$ cat src/source/dmix_defs.svh
`ifndef DMIX_DEFS_SVH
`define DMIX_DEFS_SVH

// audio and gain widths
`define DMIX_SAMPLE_W 24
`define DMIX_VOL_W 16
`define DMIX_VOL_UNITY 16'h8000
`define DMIX_RATE_W 4

// ring buffer geometry
`define DMIX_RB_DEPTH 16
`define DMIX_RB_LAG 8

// timers
`define DMIX_RST_CYCLES 16
`define DMIX_LED_HOLD 255

// spi register map
`define DMIX_REG_AW 7
`define DMIX_REG_VOL_L 7'd0
`define DMIX_REG_VOL_R 7'd1
`define DMIX_REG_STATUS 7'd2

`endif

$ cat src/source/dmix_pkg.sv
`default_nettype none

package dmix_pkg;

`include "dmix_defs.svh"

    typedef logic signed [`DMIX_SAMPLE_W-1:0] sample_t;
    typedef logic [`DMIX_VOL_W-1:0] vol_t;

    // write frame, volume sits in the low bits of data
    typedef struct packed {
        logic we;
        logic [`DMIX_REG_AW-1:0] addr;
        logic [`DMIX_SAMPLE_W-1:0] data;
    } spi_wr_t;

    // read frame, only the address matters
    typedef struct packed {
        logic we;
        logic [`DMIX_REG_AW-1:0] addr;
        logic [`DMIX_SAMPLE_W-1:0] ign;
    } spi_rd_t;

    // one 32 bit spi word, msb first on the wire
    typedef union packed {
        spi_wr_t wr;
        spi_rd_t rd;
    } spi_frame_u;

endpackage

`default_nettype wire

$ cat src/source/dmix_ctrl.sv
`timescale 1ns/1ps
`default_nettype none

`include "dmix_defs.svh"

module dmix_ctrl (
    input  wire  clk245760,
    input  wire  dai_rst,
    input  wire  in_ack_i,
    input  wire  in_lrck_i,
    input  wire  in_locked_i,
    output logic core_rst_o,
    output logic we_l_o,
    output logic we_r_o,
    output logic flush_o,
    output logic mute_o,
    output logic led_o
);

    localparam int RST_W = $clog2(`DMIX_RST_CYCLES + 1);
    localparam int LED_W = $clog2(`DMIX_LED_HOLD + 1);

    logic [RST_W-1:0] rst_cnt;
    logic [LED_W-1:0] led_cnt;
    logic locked_q;

    // core reset stretched past the end of dai_rst
    always_ff @(posedge clk245760) begin
        if (dai_rst) begin
            rst_cnt <= '0;
            core_rst_o <= 1'b1;
        end else if (rst_cnt != RST_W'(`DMIX_RST_CYCLES)) begin
            rst_cnt <= rst_cnt + 1'b1;
        end else begin
            core_rst_o <= 1'b0;
        end
    end

    always_ff @(posedge clk245760) begin
        if (core_rst_o) begin
            we_l_o <= 1'b0;
            we_r_o <= 1'b0;
            flush_o <= 1'b0;
            mute_o <= 1'b1;
            led_o <= 1'b0;
            led_cnt <= '0;
            locked_q <= 1'b0;
        end else begin
            // lrck high marks a left sample
            we_l_o <= in_ack_i & in_lrck_i;
            we_r_o <= in_ack_i & ~in_lrck_i;
            // single pulse on lock loss
            locked_q <= in_locked_i;
            flush_o <= locked_q & ~in_locked_i;
            mute_o <= ~in_locked_i;
            // led waits for a stable lock
            if (!in_locked_i) begin
                led_cnt <= '0;
            end else if (led_cnt != LED_W'(`DMIX_LED_HOLD)) begin
                led_cnt <= led_cnt + 1'b1;
            end
            led_o <= in_locked_i && (led_cnt == LED_W'(`DMIX_LED_HOLD));
        end
    end

endmodule

`default_nettype wire

$ cat src/source/csr_spi.sv
`timescale 1ns/1ps
`default_nettype none

`include "dmix_defs.svh"

module csr_spi (
    input  wire                     clk245760,
    input  wire                     core_rst_i,
    input  wire                     spi_sck_i,
    input  wire                     spi_mosi_i,
    input  wire                     spi_ss_i,
    input  wire                     locked_i,
    input  wire  [`DMIX_RATE_W-1:0] rate_i,
    output logic                    spi_miso_o,
    output dmix_pkg::vol_t          vol_l_o,
    output dmix_pkg::vol_t          vol_r_o
);

    localparam int FRAME_W = $bits(dmix_pkg::spi_frame_u);

    logic [2:0] sck_q;
    logic [2:0] ss_q;
    logic [1:0] mosi_q;
    logic sck_rise, sck_fall, ss_fall, ss_rise;
    logic [FRAME_W-1:0] rx_sh;
    logic [FRAME_W-1:0] tx_sh;
    logic [5:0] bit_cnt;
    logic [`DMIX_REG_AW-1:0] rd_addr;
    logic [`DMIX_SAMPLE_W-1:0] rd_word;
    dmix_pkg::spi_frame_u frame;

    // two flop sync, third stage for edges
    always_ff @(posedge clk245760) begin
        if (core_rst_i) begin
            sck_q <= '0;
            ss_q <= '1;
            mosi_q <= '0;
        end else begin
            sck_q <= {sck_q[1:0], spi_sck_i};
            ss_q <= {ss_q[1:0], spi_ss_i};
            mosi_q <= {mosi_q[0], spi_mosi_i};
        end
    end

    assign sck_rise = sck_q[1] & ~sck_q[2] & ~ss_q[1];
    assign sck_fall = ~sck_q[1] & sck_q[2] & ~ss_q[1];
    assign ss_fall = ~ss_q[1] & ss_q[2];
    assign ss_rise = ss_q[1] & ~ss_q[2];
    assign frame = rx_sh;

    // readback source, address from the previous read frame
    always_comb begin
        case (rd_addr)
            `DMIX_REG_VOL_L:  rd_word = {{(`DMIX_SAMPLE_W - `DMIX_VOL_W){1'b0}}, vol_l_o};
            `DMIX_REG_VOL_R:  rd_word = {{(`DMIX_SAMPLE_W - `DMIX_VOL_W){1'b0}}, vol_r_o};
            `DMIX_REG_STATUS: rd_word = {{(`DMIX_SAMPLE_W - `DMIX_RATE_W - 1){1'b0}},
                                         locked_i, rate_i};
            default:          rd_word = '0;
        endcase
    end

    always_ff @(posedge clk245760) begin
        if (core_rst_i) begin
            rx_sh <= '0;
            tx_sh <= '0;
            bit_cnt <= '0;
            rd_addr <= '0;
            vol_l_o <= `DMIX_VOL_UNITY;
            vol_r_o <= `DMIX_VOL_UNITY;
        end else if (ss_fall) begin
            bit_cnt <= '0;
            // first 8 bits out are zero
            tx_sh <= {{(FRAME_W - `DMIX_SAMPLE_W){1'b0}}, rd_word};
        end else if (ss_rise) begin
            tx_sh <= '0;
            if (bit_cnt == 6'(FRAME_W)) begin
                if (frame.wr.we) begin
                    case (frame.wr.addr)
                        `DMIX_REG_VOL_L: vol_l_o <= frame.wr.data[`DMIX_VOL_W-1:0];
                        `DMIX_REG_VOL_R: vol_r_o <= frame.wr.data[`DMIX_VOL_W-1:0];
                        default: ;
                    endcase
                end else begin
                    rd_addr <= frame.rd.addr;
                end
            end
        end else if (sck_rise) begin
            rx_sh <= {rx_sh[FRAME_W-2:0], mosi_q[1]};
            bit_cnt <= bit_cnt + 1'b1;
        end else if (sck_fall) begin
            tx_sh <= {tx_sh[FRAME_W-2:0], 1'b0};
        end
    end

    assign spi_miso_o = tx_sh[FRAME_W-1];

endmodule

`default_nettype wire

$ cat src/source/ringbuf.sv
`timescale 1ns/1ps
`default_nettype none

`include "dmix_defs.svh"

module ringbuf (
    input  wire               clk245760,
    input  wire               core_rst_i,
    input  wire               flush_i,
    input  wire               we_i,
    input  dmix_pkg::sample_t data_i,
    input  wire               pop_i,
    output dmix_pkg::sample_t data_o,
    output logic              ack_o
);

    localparam int AW = $clog2(`DMIX_RB_DEPTH);
    // newest entry sits at wr_ptr - 1
    localparam logic [AW-1:0] RD_OFS = AW'(`DMIX_RB_LAG + 1);

    dmix_pkg::sample_t mem [`DMIX_RB_DEPTH];
    logic [`DMIX_RB_DEPTH-1:0] valid;
    logic [AW-1:0] wr_ptr;
    logic [AW-1:0] rd_ptr;

    assign rd_ptr = wr_ptr - RD_OFS;

    always_ff @(posedge clk245760) begin
        if (we_i) begin
            mem[wr_ptr] <= data_i;
        end
        // entries not written since flush read as silence
        if (pop_i) begin
            data_o <= valid[rd_ptr] ? mem[rd_ptr] : '0;
        end
    end

    always_ff @(posedge clk245760) begin
        if (core_rst_i || flush_i) begin
            valid <= '0;
            wr_ptr <= '0;
        end else if (we_i) begin
            valid[wr_ptr] <= 1'b1;
            wr_ptr <= wr_ptr + 1'b1;
        end
    end

    always_ff @(posedge clk245760) begin
        if (core_rst_i) begin
            ack_o <= 1'b0;
        end else begin
            ack_o <= pop_i;
        end
    end

endmodule

`default_nettype wire

$ cat src/source/vol_mixer.sv
`timescale 1ns/1ps
`default_nettype none

`include "dmix_defs.svh"

module vol_mixer (
    input  wire               clk245760,
    input  wire               core_rst_i,
    input  wire               mute_i,
    input  wire  [1:0]        pop_i,
    input  dmix_pkg::sample_t rb_data_l_i,
    input  dmix_pkg::sample_t rb_data_r_i,
    input  wire               rb_ack_l_i,
    input  wire               rb_ack_r_i,
    input  dmix_pkg::vol_t    vol_l_i,
    input  dmix_pkg::vol_t    vol_r_i,
    output logic              rb_pop_l_o,
    output logic              rb_pop_r_o,
    output dmix_pkg::sample_t data_o,
    output logic [1:0]        ack_o
);

    dmix_pkg::sample_t sel_data;
    dmix_pkg::vol_t sel_vol;
    dmix_pkg::vol_t gain;
    logic signed [`DMIX_SAMPLE_W+`DMIX_VOL_W:0] product;

    // bit 0 is left, bit 1 is right
    assign rb_pop_l_o = pop_i[0];
    assign rb_pop_r_o = pop_i[1];

    always_comb begin
        sel_data = rb_ack_r_i ? rb_data_r_i : rb_data_l_i;
        sel_vol = rb_ack_r_i ? vol_r_i : vol_l_i;
        // no boost above unity
        gain = (sel_vol > `DMIX_VOL_UNITY) ? `DMIX_VOL_UNITY : sel_vol;
        product = sel_data * $signed({1'b0, gain});
    end

    // dropping the low 15 bits floors the result
    always_ff @(posedge clk245760) begin
        data_o <= mute_i ? '0 : product[15 +: `DMIX_SAMPLE_W];
    end

    always_ff @(posedge clk245760) begin
        if (core_rst_i) begin
            ack_o <= '0;
        end else begin
            ack_o <= {rb_ack_r_i, rb_ack_l_i};
        end
    end

endmodule

`default_nettype wire

$ cat src/source/dac_drv.sv
`timescale 1ns/1ps
`default_nettype none

`include "dmix_defs.svh"

module dac_drv (
    input  wire               clk245760,
    input  wire               core_rst_i,
    input  dmix_pkg::sample_t data_i,
    input  wire  [1:0]        ack_i,
    output logic [1:0]        pop_o,
    output logic              dac_sck_o,
    output logic              dac_bck_o,
    output logic              dac_lrck_o,
    output logic              dac_data_o
);

    // 512 clocks per frame, 8 clocks per bck
    logic [8:0] cnt;
    dmix_pkg::sample_t sample_l;
    dmix_pkg::sample_t sample_r;
    dmix_pkg::sample_t shreg;

    assign dac_sck_o = cnt[0];
    assign dac_bck_o = cnt[2];
    assign dac_lrck_o = cnt[8];

    // each channel fetched 8 clocks ahead of its lrck edge
    assign pop_o[0] = (cnt == 9'd504);
    assign pop_o[1] = (cnt == 9'd248);

    always_ff @(posedge clk245760) begin
        if (core_rst_i) begin
            cnt <= '0;
            sample_l <= '0;
            sample_r <= '0;
        end else begin
            cnt <= cnt + 1'b1;
            if (ack_i[0]) begin
                sample_l <= data_i;
            end
            if (ack_i[1]) begin
                sample_r <= data_i;
            end
        end
    end

    // data moves on bck fall, one slot of delay after lrck
    always_ff @(posedge clk245760) begin
        if (core_rst_i) begin
            shreg <= '0;
            dac_data_o <= 1'b0;
        end else if (cnt[7:0] == 8'hff) begin
            dac_data_o <= 1'b0;
            shreg <= cnt[8] ? sample_l : sample_r;
        end else if (cnt[2:0] == 3'd7) begin
            dac_data_o <= shreg[`DMIX_SAMPLE_W-1];
            shreg <= {shreg[`DMIX_SAMPLE_W-2:0], 1'b0};
        end
    end

endmodule

`default_nettype wire

$ cat src/source/dmix_top.sv
`timescale 1ns/1ps
`default_nettype none

`include "dmix_defs.svh"

module dmix_top (
    input  wire                     clk245760,
    input  wire                     dai_rst,
    input  dmix_pkg::sample_t       in_data_i,
    input  wire                     in_ack_i,
    input  wire                     in_lrck_i,
    input  wire                     in_locked_i,
    input  wire  [`DMIX_RATE_W-1:0] in_rate_i,
    input  wire                     spi_sck_i,
    input  wire                     spi_mosi_i,
    input  wire                     spi_ss_i,
    output logic                    spi_miso_o,
    output logic                    dac_sck_o,
    output logic                    dac_bck_o,
    output logic                    dac_lrck_o,
    output logic                    dac_data_o,
    output logic                    led_o
);

    logic core_rst, we_l, we_r, flush, mute;
    logic rb_pop_l, rb_pop_r, rb_ack_l, rb_ack_r;
    logic [1:0] pop, ack;
    dmix_pkg::sample_t rb_data_l, rb_data_r, mix_data;
    dmix_pkg::vol_t vol_l, vol_r;

    dmix_ctrl u_ctrl (
        .clk245760(clk245760), .dai_rst(dai_rst),
        .in_ack_i(in_ack_i), .in_lrck_i(in_lrck_i), .in_locked_i(in_locked_i),
        .core_rst_o(core_rst), .we_l_o(we_l), .we_r_o(we_r),
        .flush_o(flush), .mute_o(mute), .led_o(led_o));

    csr_spi u_csr (
        .clk245760(clk245760), .core_rst_i(core_rst),
        .spi_sck_i(spi_sck_i), .spi_mosi_i(spi_mosi_i), .spi_ss_i(spi_ss_i),
        .locked_i(in_locked_i), .rate_i(in_rate_i),
        .spi_miso_o(spi_miso_o), .vol_l_o(vol_l), .vol_r_o(vol_r));

    ringbuf u_rb_l (
        .clk245760(clk245760), .core_rst_i(core_rst), .flush_i(flush),
        .we_i(we_l), .data_i(in_data_i),
        .pop_i(rb_pop_l), .data_o(rb_data_l), .ack_o(rb_ack_l));

    ringbuf u_rb_r (
        .clk245760(clk245760), .core_rst_i(core_rst), .flush_i(flush),
        .we_i(we_r), .data_i(in_data_i),
        .pop_i(rb_pop_r), .data_o(rb_data_r), .ack_o(rb_ack_r));

    vol_mixer u_mix (
        .clk245760(clk245760), .core_rst_i(core_rst), .mute_i(mute), .pop_i(pop),
        .rb_data_l_i(rb_data_l), .rb_data_r_i(rb_data_r),
        .rb_ack_l_i(rb_ack_l), .rb_ack_r_i(rb_ack_r),
        .vol_l_i(vol_l), .vol_r_i(vol_r),
        .rb_pop_l_o(rb_pop_l), .rb_pop_r_o(rb_pop_r),
        .data_o(mix_data), .ack_o(ack));

    dac_drv u_dac (
        .clk245760(clk245760), .core_rst_i(core_rst),
        .data_i(mix_data), .ack_i(ack), .pop_o(pop),
        .dac_sck_o(dac_sck_o), .dac_bck_o(dac_bck_o),
        .dac_lrck_o(dac_lrck_o), .dac_data_o(dac_data_o));

endmodule

`default_nettype wire

$ cat config.mk
export PLATFORM = sky130hd
export DESIGN_NAME = dmix_top
export DESIGN_NICKNAME = d
export VERILOG_FILES = /design/src/source/dmix_pkg.sv /design/src/source/dmix_ctrl.sv /design/src/source/csr_spi.sv /design/src/source/ringbuf.sv /design/src/source/vol_mixer.sv /design/src/source/dac_drv.sv /design/src/source/dmix_top.sv
export VERILOG_INCLUDE_DIRS = /design/src /design/src/source
export SDC_FILE = /design/constraint.sdc
export NUM_CORES = 2
export LEC_CHECK = 0
export ABC_AREA = 1
export BUFFER_PORTS_ARGS = -buffer_cell sky130_fd_sc_hd__clkbuf_2
export CAP_MARGIN = 20
export CELL_PAD_IN_SITES_DETAIL_PLACEMENT = 0
export CELL_PAD_IN_SITES_GLOBAL_PLACEMENT = 1
export CORE_ASPECT_RATIO = 0.7
export CORE_MARGIN = 2
export CORE_UTILIZATION = 57
export CTS_BUF_LIST = sky130_fd_sc_hd__clkbuf_4 sky130_fd_sc_hd__clkbuf_8
export CTS_CLUSTER_DIAMETER = 60
export DETAILED_ROUTE_END_ITERATION = 6
export PLACE_DENSITY = 0.95
export RECOVER_POWER = 100
export SYNTH_ARGS = -nofsm -noshare
export SYNTH_HDL_FRONTEND = slang
export SYNTH_SLANG_ARGS = --single-unit
$ cat constraint.sdc
create_clock -name clk245760 -period 19.6 [get_ports clk245760]
set_clock_uncertainty 0.2 [all_clocks]
set_input_delay 2.94 -clock clk245760 [delete_from_list [all_inputs] [get_ports clk245760]]
set_output_delay 2.94 -clock clk245760 [all_outputs]
set_load 0.03 [all_outputs]
# Word-level counts from Yosys, hierarchy flattened
# Memory sizes are Yosys's and may differ from the RTL's. A register that Yosys moved wholly into a read port is not among the register bits.
# Cells that the tools add are included.
[op_classes]
n_addsub = 8
multipliers = 1
div = 0
magnitude_cmp = 7
n_eq_ne = 12
shift = 0
muxes = 23
bitwise_logic = 21
reduce_logical = 21
[op_table]
columns = ["op", "n"]
rows = [
  ["24-bit two-way mux", 8],
  ["16-bit one-hot mux with 3 select lines", 1],
  ["24-bit by 17-bit multiplier with 39-bit output", 1],
  ["16-bit two-way mux", 2],
  ["16-bit bitwise OR", 2],
  ["4-bit by 5-bit < comparator with 1-bit output (second input constant)", 4],
  ["8-bit equality test (second input constant)", 2],
  ["16-bit > comparator (second input constant)", 1],
  ["7-bit by 1-bit equality test with 1-bit output (second input constant)", 2],
  ["7-bit zero test", 2],
  ["1-bit inverter", 10],
  ["5-bit AND reduction", 2],
  ["9-bit by 1-bit adder with 9-bit output (second input constant)", 1],
  ["1-bit bitwise AND", 9],
  ["9-bit by 8-bit equality test with 1-bit output (second input constant)", 1],
  ["9-bit equality test (second input constant)", 1],
  ["4-bit by 1-bit adder with 4-bit output (second input constant)", 2],
  ["8-bit by 1-bit adder with 8-bit output (second input constant)", 1],
  ["1-bit binary-select mux with 4-bit select", 2],
  ["1-bit demux with 4-bit select", 2],
  ["4-bit by 1-bit >= comparator with 1-bit output (second input constant)", 2],
  ["1-bit two-way mux", 8],
  ["8-bit inequality test (second input constant)", 1],
  ["4-bit subtractor (second input constant)", 2],
  ["other kinds (17)", 24],
]
[totals]
reg_bits = 287
latch_bits = 0
ram_bits = 768
romBits = 0
inputBits = 36
out_inout_bits = 6
wordCells = 127
memories = 2
[memory_table]
columns = ["name", "depth", "width", "rd", "rd_clocked_by_memory_dff", "wr", "line", "text"]
rows = [
  ["u_rb_l.mem", 16, 24, 1, 1, 1, "ringbuf.sv:21", "dmix_pkg::sample_t mem [`DMIX_RB_DEPTH];"],
  ["u_rb_r.mem", 16, 24, 1, 1, 1, "ringbuf.sv:21", ""],
]

# Longest topological paths before layout
[depth]
ltp_word = 7
mapped_depth = 37
ltp_nobuf = 34

# Cells and area by module
# From an unflattened synthesis, not the netlist that was laid out.
[unflattened]
cells_unflattened = 6884
hier_area_um2 = 61196.2
[by_module_without_submodules]
columns = ["module", "instances", "cells_each", "area_each_um2", "seq_area_each_um2"]
rows = [
  ["ringbuf", 2, 1781, 18312.6, 12672.2],
  ["vol_mixer", 1, 2024, 15159.5, 520.5],
  ["csr_spi", 1, 662, 4885.9, 2342.2],
  ["dac_drv", 1, 532, 3719.8, 1641.6],
  ["dmix_ctrl", 1, 104, 805.8, 400.4],
]

# Worst setup path after synthesis
# Ideal clock, no wire load.
[synth_path]
path_kind = "register to register"
start = "register u_rb_r.ack_o"
end = "register u_mix.data_o[23]"
setup_time_ns = 0.115
arrival_ns = 6.238
path_slack_ns = 13.047
stages_incl_launch_ff = 31
n_path_buf = 3
period_less_slack_ns = 6.553
cell_sequence = "dfxtp_1 buf_4 nand2_1 o21ai_1 nor4_1 nand4_1 nand2_2 buf_6 nand2_2 inv_2 buf_4 nand2_1 fa_1 fa_1 inv_1 fa_1 fa_1 fa_1 inv_1 fa_1 inv_1 ha_1 nand2_1 nor2_1 nand2_1 nor2_1 nand3b_1 nand3_1 nand3_1 nand2_1 nor2_1"
[synth_between]
elab_chain_len = 4
[synth_rtl]
columns = ["item", "line", "text"]
rows = [
  ["start, declared", "ringbuf.sv:14", "output logic ack_o"],
  ["start signal, assigned", "ringbuf.sv:52", "ack_o <= pop_i;"],
  ["16-bit two-way mux", "vol_mixer.sv:34", "sel_vol = rb_ack_r_i ? vol_r_i : vol_l_i;"],
  ["16-bit > comparator (no source line)", "--", ""],
  ["16-bit two-way mux", "vol_mixer.sv:36", "gain = (sel_vol > `DMIX_VOL_UNITY) ? `DMIX_VOL_UNITY : sel_vol;"],
  ["24-bit by 17-bit multiplier with 39-bit output *", "vol_mixer.sv:37", "product = sel_data * $signed({1'b0, gain});"],
  ["end signal, assigned", "vol_mixer.sv:42", "data_o <= mute_i ? '0 : product[15 +: `DMIX_SAMPLE_W];"],
  ["end, declared", "vol_mixer.sv:19", "output dmix_pkg::sample_t data_o,"],
]
# Mark *: on every way between the ends. The rest lies on a longest branch, timed or not.
# A chain may end at the register's enable or synchronous reset.

# Final worst setup path
[layout_path]
start = "register u_rb_r.wr_ptr[0]"
end = "register u_rb_r.data_o[4], read port of u_rb_r.mem (data pin)"
[layout_between]
elab_chain_len = 4
[layout_rtl]
columns = ["item", "line", "text"]
rows = [
  ["start, declared", "ringbuf.sv:23", "logic [AW-1:0] wr_ptr;"],
  ["start signal, assigned", "ringbuf.sv:44", "wr_ptr <= wr_ptr + 1'b1;"],
  ["4-bit subtractor *", "ringbuf.sv:26", "assign rd_ptr = wr_ptr - RD_OFS;"],
  ["1-bit binary-select mux with 4-bit select", "ringbuf.sv:34", "data_o <= valid[rd_ptr] ? mem[rd_ptr] : '0;"],
  ["1-bit two-way mux (implied by the code)", "ringbuf.sv:34", ""],
  ["1-bit zero test (no source line)", "--", ""],
  ["end, declared", "ringbuf.sv:13", "output dmix_pkg::sample_t data_o,"],
]
# Mark *: on every way between the ends. The rest lies on a longest branch, timed or not. The select of a mux whose other input is x is not followed.

==> flow_summary_export.csv <==
group,metric,value,unit
detailed_routing,vias,40550,
hold_path,min_path_type,"flop to flop",
sta,rsz0062_at_grt,"false",
detailed_routing,detail_route.wl_per_cell,20.72,um
floorplanning,core,98370,um2
floorplanning,die_w,381.4,um
synthesis,synth_commonest_cells,"nor2_1, edfxtp_1, inv_1",
synthesis,ys.warnings.count,0,
synthesis,ys_ff_latch,1103,
synthesis,ys.flop_type,"edfxtp_1",
power,p_leak,23.16,nW
detailed_routing,remaining_drc_errors,1,
sta,tightest_slew,4.684,ns
place,dp_hpwl,90.66,mm
place,port_buffers,41,
floorplanning,start_util,57.77,%
worst_setup_path,setup.worst_path.class,"flop to flop",
clock_network,insertion_delay,0.89,ns
detailed_routing,via_per_inst,5.821,
power,peakVddDrop,0.00009803,V
worst_setup_path,end_kind,"flop",
synthesis,synth_edf_count,816,
sta,slew_violations,1977,
clock_network,cts_sinks,1103,
grt,grt_pass1_wl,222.8,mm
final_layout,stdcell_area,61310,um2
floorplanning,dieArea,102300,um2
detailed_routing,routed_wl,144.3,mm
synthesis,netlist_area,56830,um2
worst_setup_path,worstSetupStartpointType,"flop",
power,total_power,4.446,mW
place,gp_congestion,0.9406,
synthesis,synth_area_leaders,"edfxtp_1, fa_1, dfxtp_1",
grt,grt_overflow,0,
sta,setup_tns,0,ns
worst_setup_path,r2r_cells,9,
final_layout,drive_gt1_share,6.525,%
synthesis,syn_nets,6044,
clock_network,cts_buffer_depth,3,
synthesis,synth_cell_type_count,44,
clock_network,cts_root_buf,"clkbuf_8",
grt,grt_max_degree,124,
detailed_routing,postRouteAntennaNets,0,
grt,antenna_found_initial,2,
synthesis,seq_area_frac_synth,53.22,%
place,pre_cts_ws,10.99,ns
floorplanning,die_y,268.2,um
worst_setup_path,worstPathArrival,12.67,ns
sta,timing.fmax,82.14,MHz
floorplanning,rows,96,
final_layout,syn2layout_area_growth,7.870,%
synthesis,async_flop_share,0,%
final_layout,final_util,62.32,%
sta,hold_viol,0,
clock_network,cts_tree,"done",
synthesis,yosys.area.top_type,"edfxtp_1",
worst_setup_path,crit_required,20.09,ns
clock_network,ctsHoldBuffers,0,
final_layout,nets,6027,
hold_path,hold_depth,2,
place,place_area,58220,um2
worst_setup_path,path_max_fanout,123,
detailed_routing,dr.first_iter.drc_count,4853,
clock_network,cts_buffers,161,
sta,finalCritPeriodShare,62.12,%
outcome,outcome,"finished with violations",
grt,grt_pass1_vias,39290,
floorplanning,pin_count,42,
clock_network,clk_pin_slew_worst_paths,0.06,ns
clock_network,h-tree-depth,4,
sta,min_period,12.17,ns
sta,slew_headroom,-212.3,%
synthesis,synth.most_common_cell,"nor2_1",
clock_network,cts_setup_buffers,0,
sta,setup_viol,0,
final_layout,fillers,7667,
sta,setup_ws,7.425,ns
clock_network,cts_resized,0,
synthesis,syn_inst,5532,
detailed_routing,dr.pass1.iters,7,
grt,grt_util_all_layers,28.28,%
synthesis,synth.top_cell.area_share,43.11,%
synthesis,avgSynthCellArea,10.27,um2
power,powerDensity,72.53,nW/um2
outcome,violations,"DRC, capacitance limit, slew limit",
job,cap_viol_max_count,55,
[final timing paths]
path	slack, ns	from	end
worst max-delay path	7.43	u_rb_r.wr_ptr[0]$_SDFFE_PP0P_	u_rb_r.data_o[4]$_SDFFCE_PN0P_
worst max register to register	7.43	u_rb_r.wr_ptr[0]$_SDFFE_PP0P_	u_rb_r.data_o[4]$_SDFFCE_PN0P_
worst min-delay path	0.20	u_rb_l.ack_o$_SDFF_PP0_	u_mix.ack_o[0]$_SDFF_PP0_
worst min register to register	0.20	u_rb_l.ack_o$_SDFF_PP0_	u_mix.ack_o[0]$_SDFF_PP0_
[routing by layer]
metal | vias up | GRT usage (%) | wire, um
met5 | - | 0 | 0
met4 | 0 | 9.112 | 3916
met3 | 298 | 6.930 | 17090
met2 | 2187 | 42.39 | 63400
met1 | 19600 | 40.86 | 59920
li1 | 18470 | - | -
[worst max-delay path: stages (launching register included)]
cell and delay [ns]:
dfxtp_1 1.36, clkinvlp_2 4.10, ha_1 3.60, o21ai_0 0.44, o32ai_1 0.24, o21ai_0 0.15
o21ai_2 0.19, clkbuf_1 1.27, nand2_1 0.22, inv_1 0.20
[registers in the layout, indices dropped and copies added, names as in the netlist, 16 cells and up]
register,count
u_rb_l.mem,384
u_csr.vol_l_o,16
u_rb_l.valid,16
u_csr.frame,32
u_rb_r.valid,16
u_mix.data_o,24
u_dac.sample_r,24
u_csr.tx_sh,32
u_rb_l.data_o,24
u_csr.vol_r_o,16
u_rb_r.mem,384
u_dac.shreg,24
u_dac.sample_l,24
u_rb_r.data_o,24
[logic make-up after synthesis]
| family | count (synthesis) | share of synthesized area, % |
|---|---|---|
| flip-flops | 1103 | 53.22 |
| AND/OR/NAND/NOR | 1696 | 11.69 |
| XOR/XNOR | 10 | 0.1805 |
| AO/OA/AOI/OAI | 1167 | 11.98 |
| multiplexers | 27 | 0.4755 |
| adder cells (fa/ha/maj) | 476 | 15.27 |
| buffers and inverters | 1053 | 7.173 |
[cell type report]
class	instances	area (um2)	area share, %
diodes	2	5.005	0.008164
flip-flops and latches	1103	30250	49.34
multi-input cells	3376	22570	36.82
well taps	1323	1655	2.700
repair buffers	109	589.3	0.9613
clock buffers	234	2889	4.712
clock inverters	54	475.5	0.7755
inverters	764	2872	4.684
[layout by cell type (no fill, tap or decap), types with 5 or more instances in the layout]
cell type / n
o21a_1: 7
a31oi_1: 30
mux2i_1: 27
clkbuf_2: 8
a211oi_1: 9
inv_12: 5
nand2_1: 620
buf_4: 41
inv_2: 10
o211ai_1: 79
nor4_1: 9
nand2_2: 11
o22ai_1: 59
nor2_2: 6
xnor2_1: 5
o221ai_1: 78
a21oi_1: 214
clkbuf_1: 59
or2_2: 8
o21ai_0: 577
o21bai_1: 6
fa_1: 363
a21o_1: 8
edfxtp_1: 816
ha_1: 113
nand3b_1: 5
clkinv_2: 14
nand4_1: 18
nor3_1: 22
clkbuf_8: 181
o32ai_1: 74
clkinv_1: 27
inv_1: 742
o21ai_1: 20
clkbuf_4: 53
nand3_1: 72
dfxtp_1: 286
nor2_1: 918
[where the power goes]
group / total [mW] / leakage, nW / switching [mW] / internal [mW]
Combinational: 0.0299 / 11.6 / 0.0276 / 0.00231
Clock: 1.91 / 1.77 / 0.909 / 1.00
Sequential: 2.50 / 9.77 / 0.000463 / 2.50
[through the flow]
stage / hold slack, ns / std cells
floorplan: 0.1883 / 5532
global placement: 0.1928 / 6666
detailed placement: 0.1916 / 6666
CTS: 0.1999 / 6954
global route: 0.2252 / 6965
finish: 0.2029 / 6965
(Power assumes the default switching activity.)
